`config.mk`:
```
export PLATFORM = sky130hd
export DESIGN_NAME = cdma_top
export DESIGN_NICKNAME = d
export VERILOG_FILES = /design/src/cdma_pkg.sv /design/src/cdma_read_planner.sv /design/src/cdma_write_engine.sv /design/src/cdma_write_fifo.sv /design/src/cdma_status_queue.sv /design/src/cdma_top.sv
export VERILOG_INCLUDE_DIRS = /design/src /design/src/src
export SDC_FILE = /design/constraint.sdc
export NUM_CORES = 2
export LEC_CHECK = 0
export ABC_AREA = 0
export BUFFER_PORTS_ARGS = -buffer_cell sky130_fd_sc_hd__buf_2
export CORE_ASPECT_RATIO = 0.8
export CORE_MARGIN = 1
export CORE_UTILIZATION = 56
export DETAILED_ROUTE_END_ITERATION = 10
export PLACE_DENSITY_LB_ADDON = 0.3
export SLEW_MARGIN = 25
export SYNTH_ARGS = -nofsm -noshare
export SYNTH_HDL_FRONTEND = slang
export SYNTH_SLANG_ARGS = --single-unit
```
`constraint.sdc`:
```
create_clock -name clk -period 6.1 [get_ports clk]
set_input_delay 0.305 -clock clk [delete_from_list [all_inputs] [get_ports clk]]
set_output_delay 0.305 -clock clk [all_outputs]
set_load 0.01 [all_outputs]
```
`src/cdma_settings.svh`:
```
// CDMA build settings
`ifndef CDMA_SETTINGS_SVH
`define CDMA_SETTINGS_SVH

// AXI and descriptor widths
`define CDMA_ADDR_W 32
`define CDMA_DATA_W 32
`define CDMA_STRB_W 4
`define CDMA_LEN_W 16
`define CDMA_TAG_W 8

// burst and queue limits
`define CDMA_MAX_BURST_LEN 16
`define CDMA_STATUS_FIFO_AW 5
`define CDMA_WRITE_FIFO_AW 5

`endif

```
`src/cdma_pkg.sv`:
```
// CDMA shared types
`include "cdma_settings.svh"

package cdma_pkg;

    typedef enum logic [1:0] {
        OKAY   = 2'b00,
        EXOKAY = 2'b01,
        SLVERR = 2'b10,
        DECERR = 2'b11
    } axi_resp_e;

    typedef enum logic [3:0] {
        NONE          = 4'd0,
        AXI_RD_SLVERR = 4'd4,
        AXI_RD_DECERR = 4'd5,
        AXI_WR_SLVERR = 4'd6,
        AXI_WR_DECERR = 4'd7
    } dma_error_e;

    typedef enum logic [1:0] {
        RD_IDLE,
        RD_START,
        RD_REQ
    } read_state_e;

    typedef enum logic {
        WR_IDLE,
        WR_WRITE
    } write_state_e;

    typedef struct packed {
        logic [`CDMA_ADDR_W-1:0] src_addr;
        logic [`CDMA_ADDR_W-1:0] dst_addr;
        logic [`CDMA_LEN_W-1:0]  len;
        logic [`CDMA_TAG_W-1:0]  tag;
    } desc_req_t;

    typedef struct packed {
        logic [`CDMA_TAG_W-1:0] tag;
        dma_error_e             error;
    } desc_sts_t;

    // len is beats minus one, as on the AXI bus
    typedef struct packed {
        logic [`CDMA_ADDR_W-1:0] addr;
        logic [7:0]              len;
    } addr_req_t;

    typedef struct packed {
        logic [`CDMA_DATA_W-1:0] data;
        axi_resp_e               resp;
    } r_beat_t;

    typedef struct packed {
        logic [`CDMA_DATA_W-1:0] data;
        logic [`CDMA_STRB_W-1:0] strb;
        logic                    last;
    } w_beat_t;

    // last_bytes of 0 means the last beat is full
    typedef struct packed {
        logic [`CDMA_ADDR_W-1:0]          addr;
        logic [7:0]                       beat_count;
        logic [$clog2(`CDMA_STRB_W)-1:0]  last_bytes;
        logic                             last_transfer;
        logic [`CDMA_TAG_W-1:0]           tag;
    } xfer_cmd_t;

    typedef struct packed {
        logic [`CDMA_TAG_W-1:0] tag;
        axi_resp_e              resp;
        logic                   last;
    } status_entry_t;

endpackage

```
`src/cdma_read_planner.sv`:
```
// CDMA read planner
`timescale 1ns/1ps
`include "cdma_settings.svh"

module cdma_read_planner (
    input  logic                 clk,
    input  logic                 rst,
    input  logic                 enable,
    input  cdma_pkg::desc_req_t  desc_req,
    input  logic                 desc_req_valid,
    output logic                 desc_req_ready,
    output cdma_pkg::addr_req_t  ar,
    output logic                 arvalid,
    input  logic                 arready,
    output cdma_pkg::xfer_cmd_t  cmd,
    output logic                 cmd_valid,
    input  logic                 cmd_ready,
    input  logic                 burst_done
);
    import cdma_pkg::*;

    localparam int BEAT_SHIFT = $clog2(`CDMA_STRB_W);
    localparam int MAX_BURST_BYTES = `CDMA_MAX_BURST_LEN << BEAT_SHIFT;
    localparam int DEPTH = 2 ** `CDMA_STATUS_FIFO_AW;
    localparam logic [`CDMA_ADDR_W-1:0] ADDR_MASK = {`CDMA_ADDR_W{1'b1}} << BEAT_SHIFT;

    read_state_e                  state;
    logic [`CDMA_ADDR_W-1:0]      read_addr;
    logic [`CDMA_ADDR_W-1:0]      write_addr;
    logic [`CDMA_LEN_W-1:0]       op_count;
    logic [12:0]                  axi_count;
    logic [`CDMA_TAG_W-1:0]       tag;
    logic [`CDMA_STATUS_FIFO_AW:0] active_count;
    logic                         active_av;
    logic                         inc_active;
    logic [12:0]                  wr_chunk;
    logic [12:0]                  rd_chunk;

    // bytes up to the next burst cut: max burst size or 4 KB edge
    function automatic logic [12:0] chunk_size(input logic [`CDMA_ADDR_W-1:0] addr,
                                               input logic [`CDMA_LEN_W-1:0] count);
        logic [12:0] limit;
        limit = 13'h1000 - {1'b0, addr[11:0]};
        if (limit > 13'(MAX_BURST_BYTES))
            limit = 13'(MAX_BURST_BYTES);
        if (count <= `CDMA_LEN_W'(limit))
            return 13'(count);
        return limit;
    endfunction

    assign wr_chunk = chunk_size(write_addr, op_count);
    assign rd_chunk = chunk_size(read_addr, `CDMA_LEN_W'(axi_count));
    assign inc_active = (state == RD_START) && !cmd_valid && active_av;

    always_ff @(posedge clk) begin
        desc_req_ready <= 1'b0;
        if (cmd_ready)
            cmd_valid <= 1'b0;
        if (arready)
            arvalid <= 1'b0;

        case (state)
            RD_IDLE: begin
                if (desc_req_ready && desc_req_valid) begin
                    read_addr <= desc_req.src_addr & ADDR_MASK;
                    write_addr <= desc_req.dst_addr & ADDR_MASK;
                    op_count <= desc_req.len;
                    tag <= desc_req.tag;
                    state <= RD_START;
                end else begin
                    desc_req_ready <= enable && !cmd_valid && active_av;
                end
            end
            RD_START: begin
                // one write burst per command
                if (inc_active) begin
                    axi_count <= wr_chunk;
                    write_addr <= write_addr + `CDMA_ADDR_W'(wr_chunk);
                    op_count <= op_count - `CDMA_LEN_W'(wr_chunk);
                    cmd.addr <= write_addr;
                    cmd.beat_count <= 8'((wr_chunk - 13'd1) >> BEAT_SHIFT);
                    cmd.last_bytes <= wr_chunk[BEAT_SHIFT-1:0];
                    cmd.last_transfer <= op_count == `CDMA_LEN_W'(wr_chunk);
                    cmd.tag <= tag;
                    cmd_valid <= 1'b1;
                    state <= RD_REQ;
                end
            end
            RD_REQ: begin
                // source side may need more than one read for this burst
                if (!arvalid) begin
                    ar.addr <= read_addr;
                    ar.len <= 8'((rd_chunk - 13'd1) >> BEAT_SHIFT);
                    arvalid <= 1'b1;
                    read_addr <= read_addr + `CDMA_ADDR_W'(rd_chunk);
                    axi_count <= axi_count - rd_chunk;
                    if (axi_count != rd_chunk)
                        state <= RD_REQ;
                    else if (op_count != '0)
                        state <= RD_START;
                    else
                        state <= RD_IDLE;
                end
            end
            default: state <= RD_IDLE;
        endcase

        // bursts in flight, bounded by the status queue depth
        if (inc_active && !burst_done) begin
            active_count <= active_count + 1'b1;
            active_av <= active_count < DEPTH - 1;
        end else if (!inc_active && burst_done) begin
            active_count <= active_count - 1'b1;
            active_av <= 1'b1;
        end

        if (rst) begin
            state <= RD_IDLE;
            desc_req_ready <= 1'b0;
            arvalid <= 1'b0;
            cmd_valid <= 1'b0;
            active_count <= '0;
            active_av <= 1'b1;
        end
    end

endmodule

```
`src/cdma_write_engine.sv`:
```
// CDMA write engine
`timescale 1ns/1ps
`include "cdma_settings.svh"

module cdma_write_engine (
    input  logic                     clk,
    input  logic                     rst,
    input  cdma_pkg::xfer_cmd_t      cmd,
    input  logic                     cmd_valid,
    output logic                     cmd_ready,
    output cdma_pkg::addr_req_t      aw,
    output logic                     awvalid,
    input  logic                     awready,
    input  cdma_pkg::r_beat_t        rd,
    input  logic                     rvalid,
    output logic                     rready,
    output cdma_pkg::w_beat_t        beat,
    output logic                     beat_valid,
    input  logic                     half_full,
    output logic                     sts_push,
    output cdma_pkg::status_entry_t  sts_entry
);
    import cdma_pkg::*;

    localparam int SHIFT_W = $clog2(`CDMA_STRB_W) + 1;
    localparam logic [`CDMA_STRB_W-1:0] STRB_ALL = '1;

    write_state_e                    state;
    logic [7:0]                      beat_count;
    logic [$clog2(`CDMA_STRB_W)-1:0] last_bytes;
    logic                            last_transfer;
    logic [`CDMA_TAG_W-1:0]          tag;
    axi_resp_e                       rresp;
    axi_resp_e                       rresp_next;
    logic                            last_beat;

    assign cmd_ready = (state == WR_IDLE) && !awvalid;
    assign last_beat = beat_count == 8'd0;

    assign beat_valid = rready && rvalid;
    assign beat.data = rd.data;
    assign beat.last = last_beat;
    // partial last word keeps only its low byte lanes
    assign beat.strb = (last_beat && last_bytes != '0)
                     ? STRB_ALL >> (SHIFT_W'(`CDMA_STRB_W) - SHIFT_W'(last_bytes))
                     : STRB_ALL;

    always_comb begin
        rresp_next = rresp;
        if (beat_valid && (rd.resp == SLVERR || rd.resp == DECERR))
            rresp_next = rd.resp;
    end

    assign sts_push = beat_valid && last_beat;
    assign sts_entry.tag = tag;
    assign sts_entry.resp = rresp_next;
    assign sts_entry.last = last_transfer;

    always_ff @(posedge clk) begin
        if (awready)
            awvalid <= 1'b0;
        rready <= 1'b0;
        rresp <= (sts_push && last_transfer) ? OKAY : rresp_next;

        case (state)
            WR_IDLE: begin
                if (cmd_valid && cmd_ready) begin
                    aw.addr <= cmd.addr;
                    aw.len <= cmd.beat_count;
                    awvalid <= 1'b1;
                    beat_count <= cmd.beat_count;
                    last_bytes <= cmd.last_bytes;
                    last_transfer <= cmd.last_transfer;
                    tag <= cmd.tag;
                    rready <= !half_full;
                    state <= WR_WRITE;
                end
            end
            WR_WRITE: begin
                rready <= !half_full;
                if (beat_valid) begin
                    beat_count <= beat_count - 8'd1;
                    if (last_beat) begin
                        rready <= 1'b0;
                        state <= WR_IDLE;
                    end
                end
            end
            default: state <= WR_IDLE;
        endcase

        if (rst) begin
            state <= WR_IDLE;
            awvalid <= 1'b0;
            rready <= 1'b0;
            rresp <= OKAY;
        end
    end

endmodule

```
`src/cdma_write_fifo.sv`:
```
// CDMA write data FIFO
`timescale 1ns/1ps
`include "cdma_settings.svh"

module cdma_write_fifo (
    input  logic               clk,
    input  logic               rst,
    input  cdma_pkg::w_beat_t  beat,
    input  logic               beat_valid,
    output cdma_pkg::w_beat_t  w,
    output logic               wvalid,
    input  logic               wready,
    output logic               half_full
);
    import cdma_pkg::*;

    localparam int AW = `CDMA_WRITE_FIFO_AW;

    w_beat_t       mem [2**AW];
    logic [AW:0]   wr_ptr;
    logic [AW:0]   rd_ptr;
    logic          full;
    logic          empty;

    assign full = wr_ptr == (rd_ptr ^ {1'b1, {AW{1'b0}}});
    assign empty = wr_ptr == rd_ptr;

    always_ff @(posedge clk) begin
        if (beat_valid && !full)
            mem[wr_ptr[AW-1:0]] <= beat;
    end

    always_ff @(posedge clk) begin
        if (wready)
            wvalid <= 1'b0;
        half_full <= (wr_ptr - rd_ptr) >= (AW+1)'(2 ** (AW - 1));

        if (beat_valid && !full)
            wr_ptr <= wr_ptr + 1'b1;

        // output register reloads when empty or taken
        if (!empty && (!wvalid || wready)) begin
            w <= mem[rd_ptr[AW-1:0]];
            wvalid <= 1'b1;
            rd_ptr <= rd_ptr + 1'b1;
        end

        if (rst) begin
            wr_ptr <= '0;
            rd_ptr <= '0;
            wvalid <= 1'b0;
            half_full <= 1'b0;
        end
    end

endmodule

```
`src/cdma_status_queue.sv`:
```
// CDMA burst status queue
`timescale 1ns/1ps
`include "cdma_settings.svh"

module cdma_status_queue (
    input  logic                     clk,
    input  logic                     rst,
    input  logic                     sts_push,
    input  cdma_pkg::status_entry_t  sts_entry,
    input  cdma_pkg::axi_resp_e      bresp,
    input  logic                     bvalid,
    output logic                     bready,
    output logic                     burst_done,
    output cdma_pkg::desc_sts_t      desc_sts,
    output logic                     desc_sts_valid
);
    import cdma_pkg::*;

    localparam int AW = `CDMA_STATUS_FIFO_AW;

    status_entry_t  mem [2**AW];
    logic [AW:0]    wr_ptr;
    logic [AW:0]    rd_ptr;
    status_entry_t  head;
    logic           empty;
    axi_resp_e      bresp_sticky;
    axi_resp_e      bresp_next;
    dma_error_e     err;

    assign empty = wr_ptr == rd_ptr;
    assign head = mem[rd_ptr[AW-1:0]];
    assign burst_done = bready && bvalid;

    always_comb begin
        bresp_next = bresp_sticky;
        if (burst_done && (bresp == SLVERR || bresp == DECERR))
            bresp_next = bresp;
    end

    // read errors win over write errors
    always_comb begin
        if (head.resp == SLVERR)
            err = AXI_RD_SLVERR;
        else if (head.resp == DECERR)
            err = AXI_RD_DECERR;
        else if (bresp_next == SLVERR)
            err = AXI_WR_SLVERR;
        else if (bresp_next == DECERR)
            err = AXI_WR_DECERR;
        else
            err = NONE;
    end

    always_ff @(posedge clk) begin
        if (sts_push)
            mem[wr_ptr[AW-1:0]] <= sts_entry;
    end

    always_ff @(posedge clk) begin
        desc_sts_valid <= 1'b0;
        bresp_sticky <= bresp_next;
        bready <= !empty && !burst_done;

        if (sts_push)
            wr_ptr <= wr_ptr + 1'b1;

        if (burst_done) begin
            desc_sts.tag <= head.tag;
            desc_sts.error <= err;
            desc_sts_valid <= head.last;
            rd_ptr <= rd_ptr + 1'b1;
            if (head.last)
                bresp_sticky <= OKAY;
        end

        if (rst) begin
            wr_ptr <= '0;
            rd_ptr <= '0;
            bready <= 1'b0;
            desc_sts_valid <= 1'b0;
            bresp_sticky <= OKAY;
        end
    end

endmodule

```
`src/cdma_top.sv`:
```
// AXI4 central DMA top
`timescale 1ns/1ps

module cdma_top (
    input  logic                 clk,
    input  logic                 rst,
    input  logic                 enable,
    input  cdma_pkg::desc_req_t  desc_req,
    input  logic                 desc_req_valid,
    output logic                 desc_req_ready,
    output cdma_pkg::desc_sts_t  desc_sts,
    output logic                 desc_sts_valid,
    output cdma_pkg::addr_req_t  ar,
    output logic                 arvalid,
    input  logic                 arready,
    input  cdma_pkg::r_beat_t    rd,
    input  logic                 rvalid,
    output logic                 rready,
    output cdma_pkg::addr_req_t  aw,
    output logic                 awvalid,
    input  logic                 awready,
    output cdma_pkg::w_beat_t    w,
    output logic                 wvalid,
    input  logic                 wready,
    input  cdma_pkg::axi_resp_e  bresp,
    input  logic                 bvalid,
    output logic                 bready
);
    import cdma_pkg::*;

    xfer_cmd_t      cmd;
    logic           cmd_valid;
    logic           cmd_ready;
    w_beat_t        beat;
    logic           beat_valid;
    logic           half_full;
    logic           sts_push;
    status_entry_t  sts_entry;
    logic           burst_done;

    cdma_read_planner u_read_planner (
        .clk(clk), .rst(rst), .enable(enable),
        .desc_req(desc_req), .desc_req_valid(desc_req_valid),
        .desc_req_ready(desc_req_ready),
        .ar(ar), .arvalid(arvalid), .arready(arready),
        .cmd(cmd), .cmd_valid(cmd_valid), .cmd_ready(cmd_ready),
        .burst_done(burst_done)
    );

    cdma_write_engine u_write_engine (
        .clk(clk), .rst(rst),
        .cmd(cmd), .cmd_valid(cmd_valid), .cmd_ready(cmd_ready),
        .aw(aw), .awvalid(awvalid), .awready(awready),
        .rd(rd), .rvalid(rvalid), .rready(rready),
        .beat(beat), .beat_valid(beat_valid), .half_full(half_full),
        .sts_push(sts_push), .sts_entry(sts_entry)
    );

    cdma_write_fifo u_write_fifo (
        .clk(clk), .rst(rst),
        .beat(beat), .beat_valid(beat_valid),
        .w(w), .wvalid(wvalid), .wready(wready),
        .half_full(half_full)
    );

    cdma_status_queue u_status_queue (
        .clk(clk), .rst(rst),
        .sts_push(sts_push), .sts_entry(sts_entry),
        .bresp(bresp), .bvalid(bvalid), .bready(bready),
        .burst_done(burst_done),
        .desc_sts(desc_sts), .desc_sts_valid(desc_sts_valid)
    );

endmodule

```
==> results.sh <==
export IMPL_hold_path_class="input port to flip-flop"
export IMPL_synthArstFlopShare_pct=0
export IMPL_regArea_um2=56200
export IMPL_fp_dieW_um=414
export IMPL_crit_start="u_read_planner.read_addr[0]"
export IMPL_clock_fmax_ghz=0.171
export IMPL_cts_buffers=176
export IMPL_drive_gt1_share_pct=29.3
export IMPL_dieArea_um2=137000
export IMPL_tightest_slew_ns=1.08
export IMPL_setup_viol=0
export IMPL_drv_slew=0
export IMPL_setup_tns_final_ns=0
export IMPL_die_h_um=331
export IMPL_cp_end_kind="flip-flop"
export IMPL_critPathSlowestCell="or4_4"
export IMPL_synthDistinctLibCells=83
export IMPL_synth_edff_count=1835
export IMPL_layout_min_cycle_time_ns=5.85
export IMPL_syn_area_um2=75900
export IMPL_outcome="complete, no violations"
export IMPL_finalHoldViolations=0
export IMPL_worstPathArrival_ns=6.40
export IMPL_p_leak_uw=0.0286
export IMPL_powerDensity_nw_per_um2=375
export IMPL_antenna_found_initial=6
export IMPL_clk_latency_ns=0.81
export IMPL_wl_um=176000
export IMPL_place_congestion=0.865
export IMPL_clk_pin_slew_ns=0.06
export IMPL_drc=0
export IMPL_start_kind="flip-flop"
export IMPL_maxCapViolations=0
export IMPL_setup_ws_ns=0.247
export IMPL_area_growth_pct=16.6
export IMPL_first_iter_violations=4628
export IMPL_hold_ws_ns=0.0559
export IMPL_slowest_delay_ns=0.51
export IMPL_fillerInstances=8745
export IMPL_root_buffer="clkbuf_16"
export IMPL_regToRegStartpoint="u_read_planner.read_addr[0]"
export IMPL_coreArea_um2=134000
export IMPL_grt_max_degree=155
export IMPL_ant_nets=0
export IMPL_clk_path_buf_depth=3
export IMPL_crit_required_ns=6.65
export IMPL_avgSynthCellArea_um2=19.7
export IMPL_synthFlopType="edfxtp_1"
export IMPL_fin_total_pwr_uw=33200
export IMPL_relSlewSlack_pct=28.1
export IMPL_track_usage_pct=25.9
export IMPL_avgRoutedWirePerCell_um=27.4
export IMPL_fin_nets=4756
export IMPL_ir_drop_mv=0.315
export IMPL_clock_sinks=1887
export IMPL_yosysSeqAreaShare_pct=74.0
export IMPL_routed_via_density=6.15
export IMPL_multi_input_area_um2=19600
export IMPL_ys_ff_latch=1887
export IMPL_grt_remaining_overflow=0
export IMPL_worstHoldStart="rst"
export IMPL_portBuffers=263
export IMPL_h_tree_depth=4
export IMPL_drt_pass1_iterations=5
export IMPL_critPathKind="flip-flop to flip-flop"
export IMPL_crit_path_max_fanout=5
export IMPL_initial_utilization_pct=56.6
export IMPL_cts_tree="yes"
export IMPL_finalCritPeriodShare_pct=96.0
export IMPL_first_global_vias=39380
export IMPL_std_cell_rows=120
export IMPL_grt_pass1_wl_um=258000
export IMPL_io_pins=269
export IMPL_hpwl_um=97200
export IMPL_syn_inst=3854
export IMPL_skew_ns=0.0457
export IMPL_pre_cts_ws_ns=-0.320
export IMPL_vias=39585
export IMPL_yosys_warnings=0
## power by group
| group | leakage (µW) | internal [µW] | switching, µW |
|---|---|---|---|
| combinational | 0.00912 | 2970 | 3510 |
| clock | 0.00277 | 6160 | 4740 |
| sequential | 0.0167 | 15200 | 575 |
| total | 0.0286 | 24400 | 8820 |
## routing by layer
layer	vias to the layer above	routed length, µm	global-route usage, %
met4	8	2970	6.00
met2	1821	83100	39.3
met3	200	15800	5.12
met1	20638	74100	39.4
li1	16918	-	-
met5	-	47	0
## worst max-delay path, delay by kind of cell (launching register included)
kind	cells	cell delay, ns
DFF	1	0.41
xor gates and xnor gates	1	0.08
muxes	3	0.76
and+or+nand+nor	8	1.52
AOI/OAI and AO/OA	9	1.39
adders and majority gates	4	0.88
buffers and inverters	5	0.54
## synth_stat cells, types with 9 or more instances
library cell	number	area (µm²)
o21ai_0	48	240
a21oi_1	129	646
and2_1	16	100
ha_1	104	1300
mux2_2	39	439
mux2i_1	12	120
clkbuf_1	109	409
nand3_1	34	170
xor2_1	48	420
nor3_1	21	105
o21a_1	11	82.6
nand2_1	227	852
xnor2_1	84	736
edfxtp_1	1835	55100
o21bai_1	10	75.1
nand4_1	22	138
o31ai_1	9	67.6
a31oi_1	13	81.3
buf_1	43	161
nor2b_1	17	106
dfxtp_1	52	1040
a21o_1	34	255
nor2_1	212	796
or3_1	11	68.8
inv_1	80	300
mux4_2	480	10800
nand2b_1	15	93.8
and3_1	20	125
## cell type report
type	count	share of cell area [%]
diodes	1	0.00283
clock buffers	225	5.37
clock inverters	102	1.10
inverters	82	0.354
multi-input cells	1770	22.1
flip-flops and latches	1887	63.5
well taps	1769	2.50
repair buffers	597	5.07
## flip-flops by register name, indices dropped and copies added (netlist names), 6 cells and up, named ones only
name	cells
u_write_engine.aw	40
u_status_queue.mem	352
u_write_fifo.rd_ptr	6
u_status_queue.wr_ptr	6
u_write_engine.tag	8
u_read_planner.write_addr	32
u_write_fifo.w	37
u_status_queue.rd_ptr	6
u_read_planner.read_addr	32
u_status_queue.desc_sts	11
u_write_fifo.mem	1184
u_read_planner.active_count	6
u_write_fifo.wr_ptr	6
u_read_planner.ar	40
u_write_engine.beat_count	8
u_read_planner.cmd	51
u_read_planner.op_count	16
u_read_planner.axi_count	13
u_read_planner.tag	8
## stage by stage
| step | std cells | area, µm² | utilization [%] |
|---|---|---|---|
| after detailed placement | 5955 | 80900 | 60.3 |
| after global placement | 5954 | 80900 | 60.3 |
| after CTS | 6408 | 87900 | 65.5 |
| after global routing | 6432 | 88500 | 65.9 |
| final | 6433 | 88500 | 65.9 |
| after floorplan | 3897 | 76100 | - |
## cell usage in the layout (no fill, tap or decap), types with 11 or more instances in the layout
master         instances
a21o_1                33
a21oi_1              118
a31oi_1               12
and2_1                16
and3_1                20
buf_12                17
buf_2                263
buf_4                178
bufinv_16             15
clkbuf_1              41
clkbuf_16            183
clkinv_1              39
clkinv_2              26
conb_1                45
dfxtp_1               46
dlygate4sd3_1        126
edfxtp_1            1835
ha_1                 100
inv_1                 75
mux2_2                39
mux2i_1               12
mux4_2               480
nand2_1              225
nand2b_1              15
nand3_1               33
nand4_1               22
nor2_1               173
nor2_4                33
nor2b_1               15
nor3_1                18
o21a_1                11
o21ai_0               35
o21ai_1               11
xnor2_1               84
xor2_1                48
## cell families (layout without fill, tap and decap cells)
family	Yosys count	count (layout)	share of synthesized area, %
XOR/XNOR	132	132	1.52
flip-flops	1887	1887	74.0
AND/OR/NAND/NOR	643	644	3.88
AO/OA/AOI/OAI	307	308	2.56
buffers and inverters	242	1006	1.23
adder cells (fa/ha/maj)	110	110	1.86
other	2	46	0.00989
multiplexers	531	531	15.0
## path summary, 6_finish.rpt
kind | endpoint | slack [ns] | cells after the start
max reg2reg | u_read_planner.read_addr[12] | 0.25 | 30
max | u_read_planner.read_addr[12] | 0.25 | 30
min reg2reg | u_write_engine.aw[15] | 0.42 | 0
min | flip-flop | 0.06 | 3
## repair_timing
action | in CTS | in global routing
buffers inserted | 0 | 13
hold buffers | 126 | 0
cloned | 0 | 2
endpoints found under the hold margin | 1123 | 0
pin swaps | 1 | 18
gates resized for setup | 12 | 57
setup endpoints to repair | 36 | 55
(Power assumes the default switching activity.)
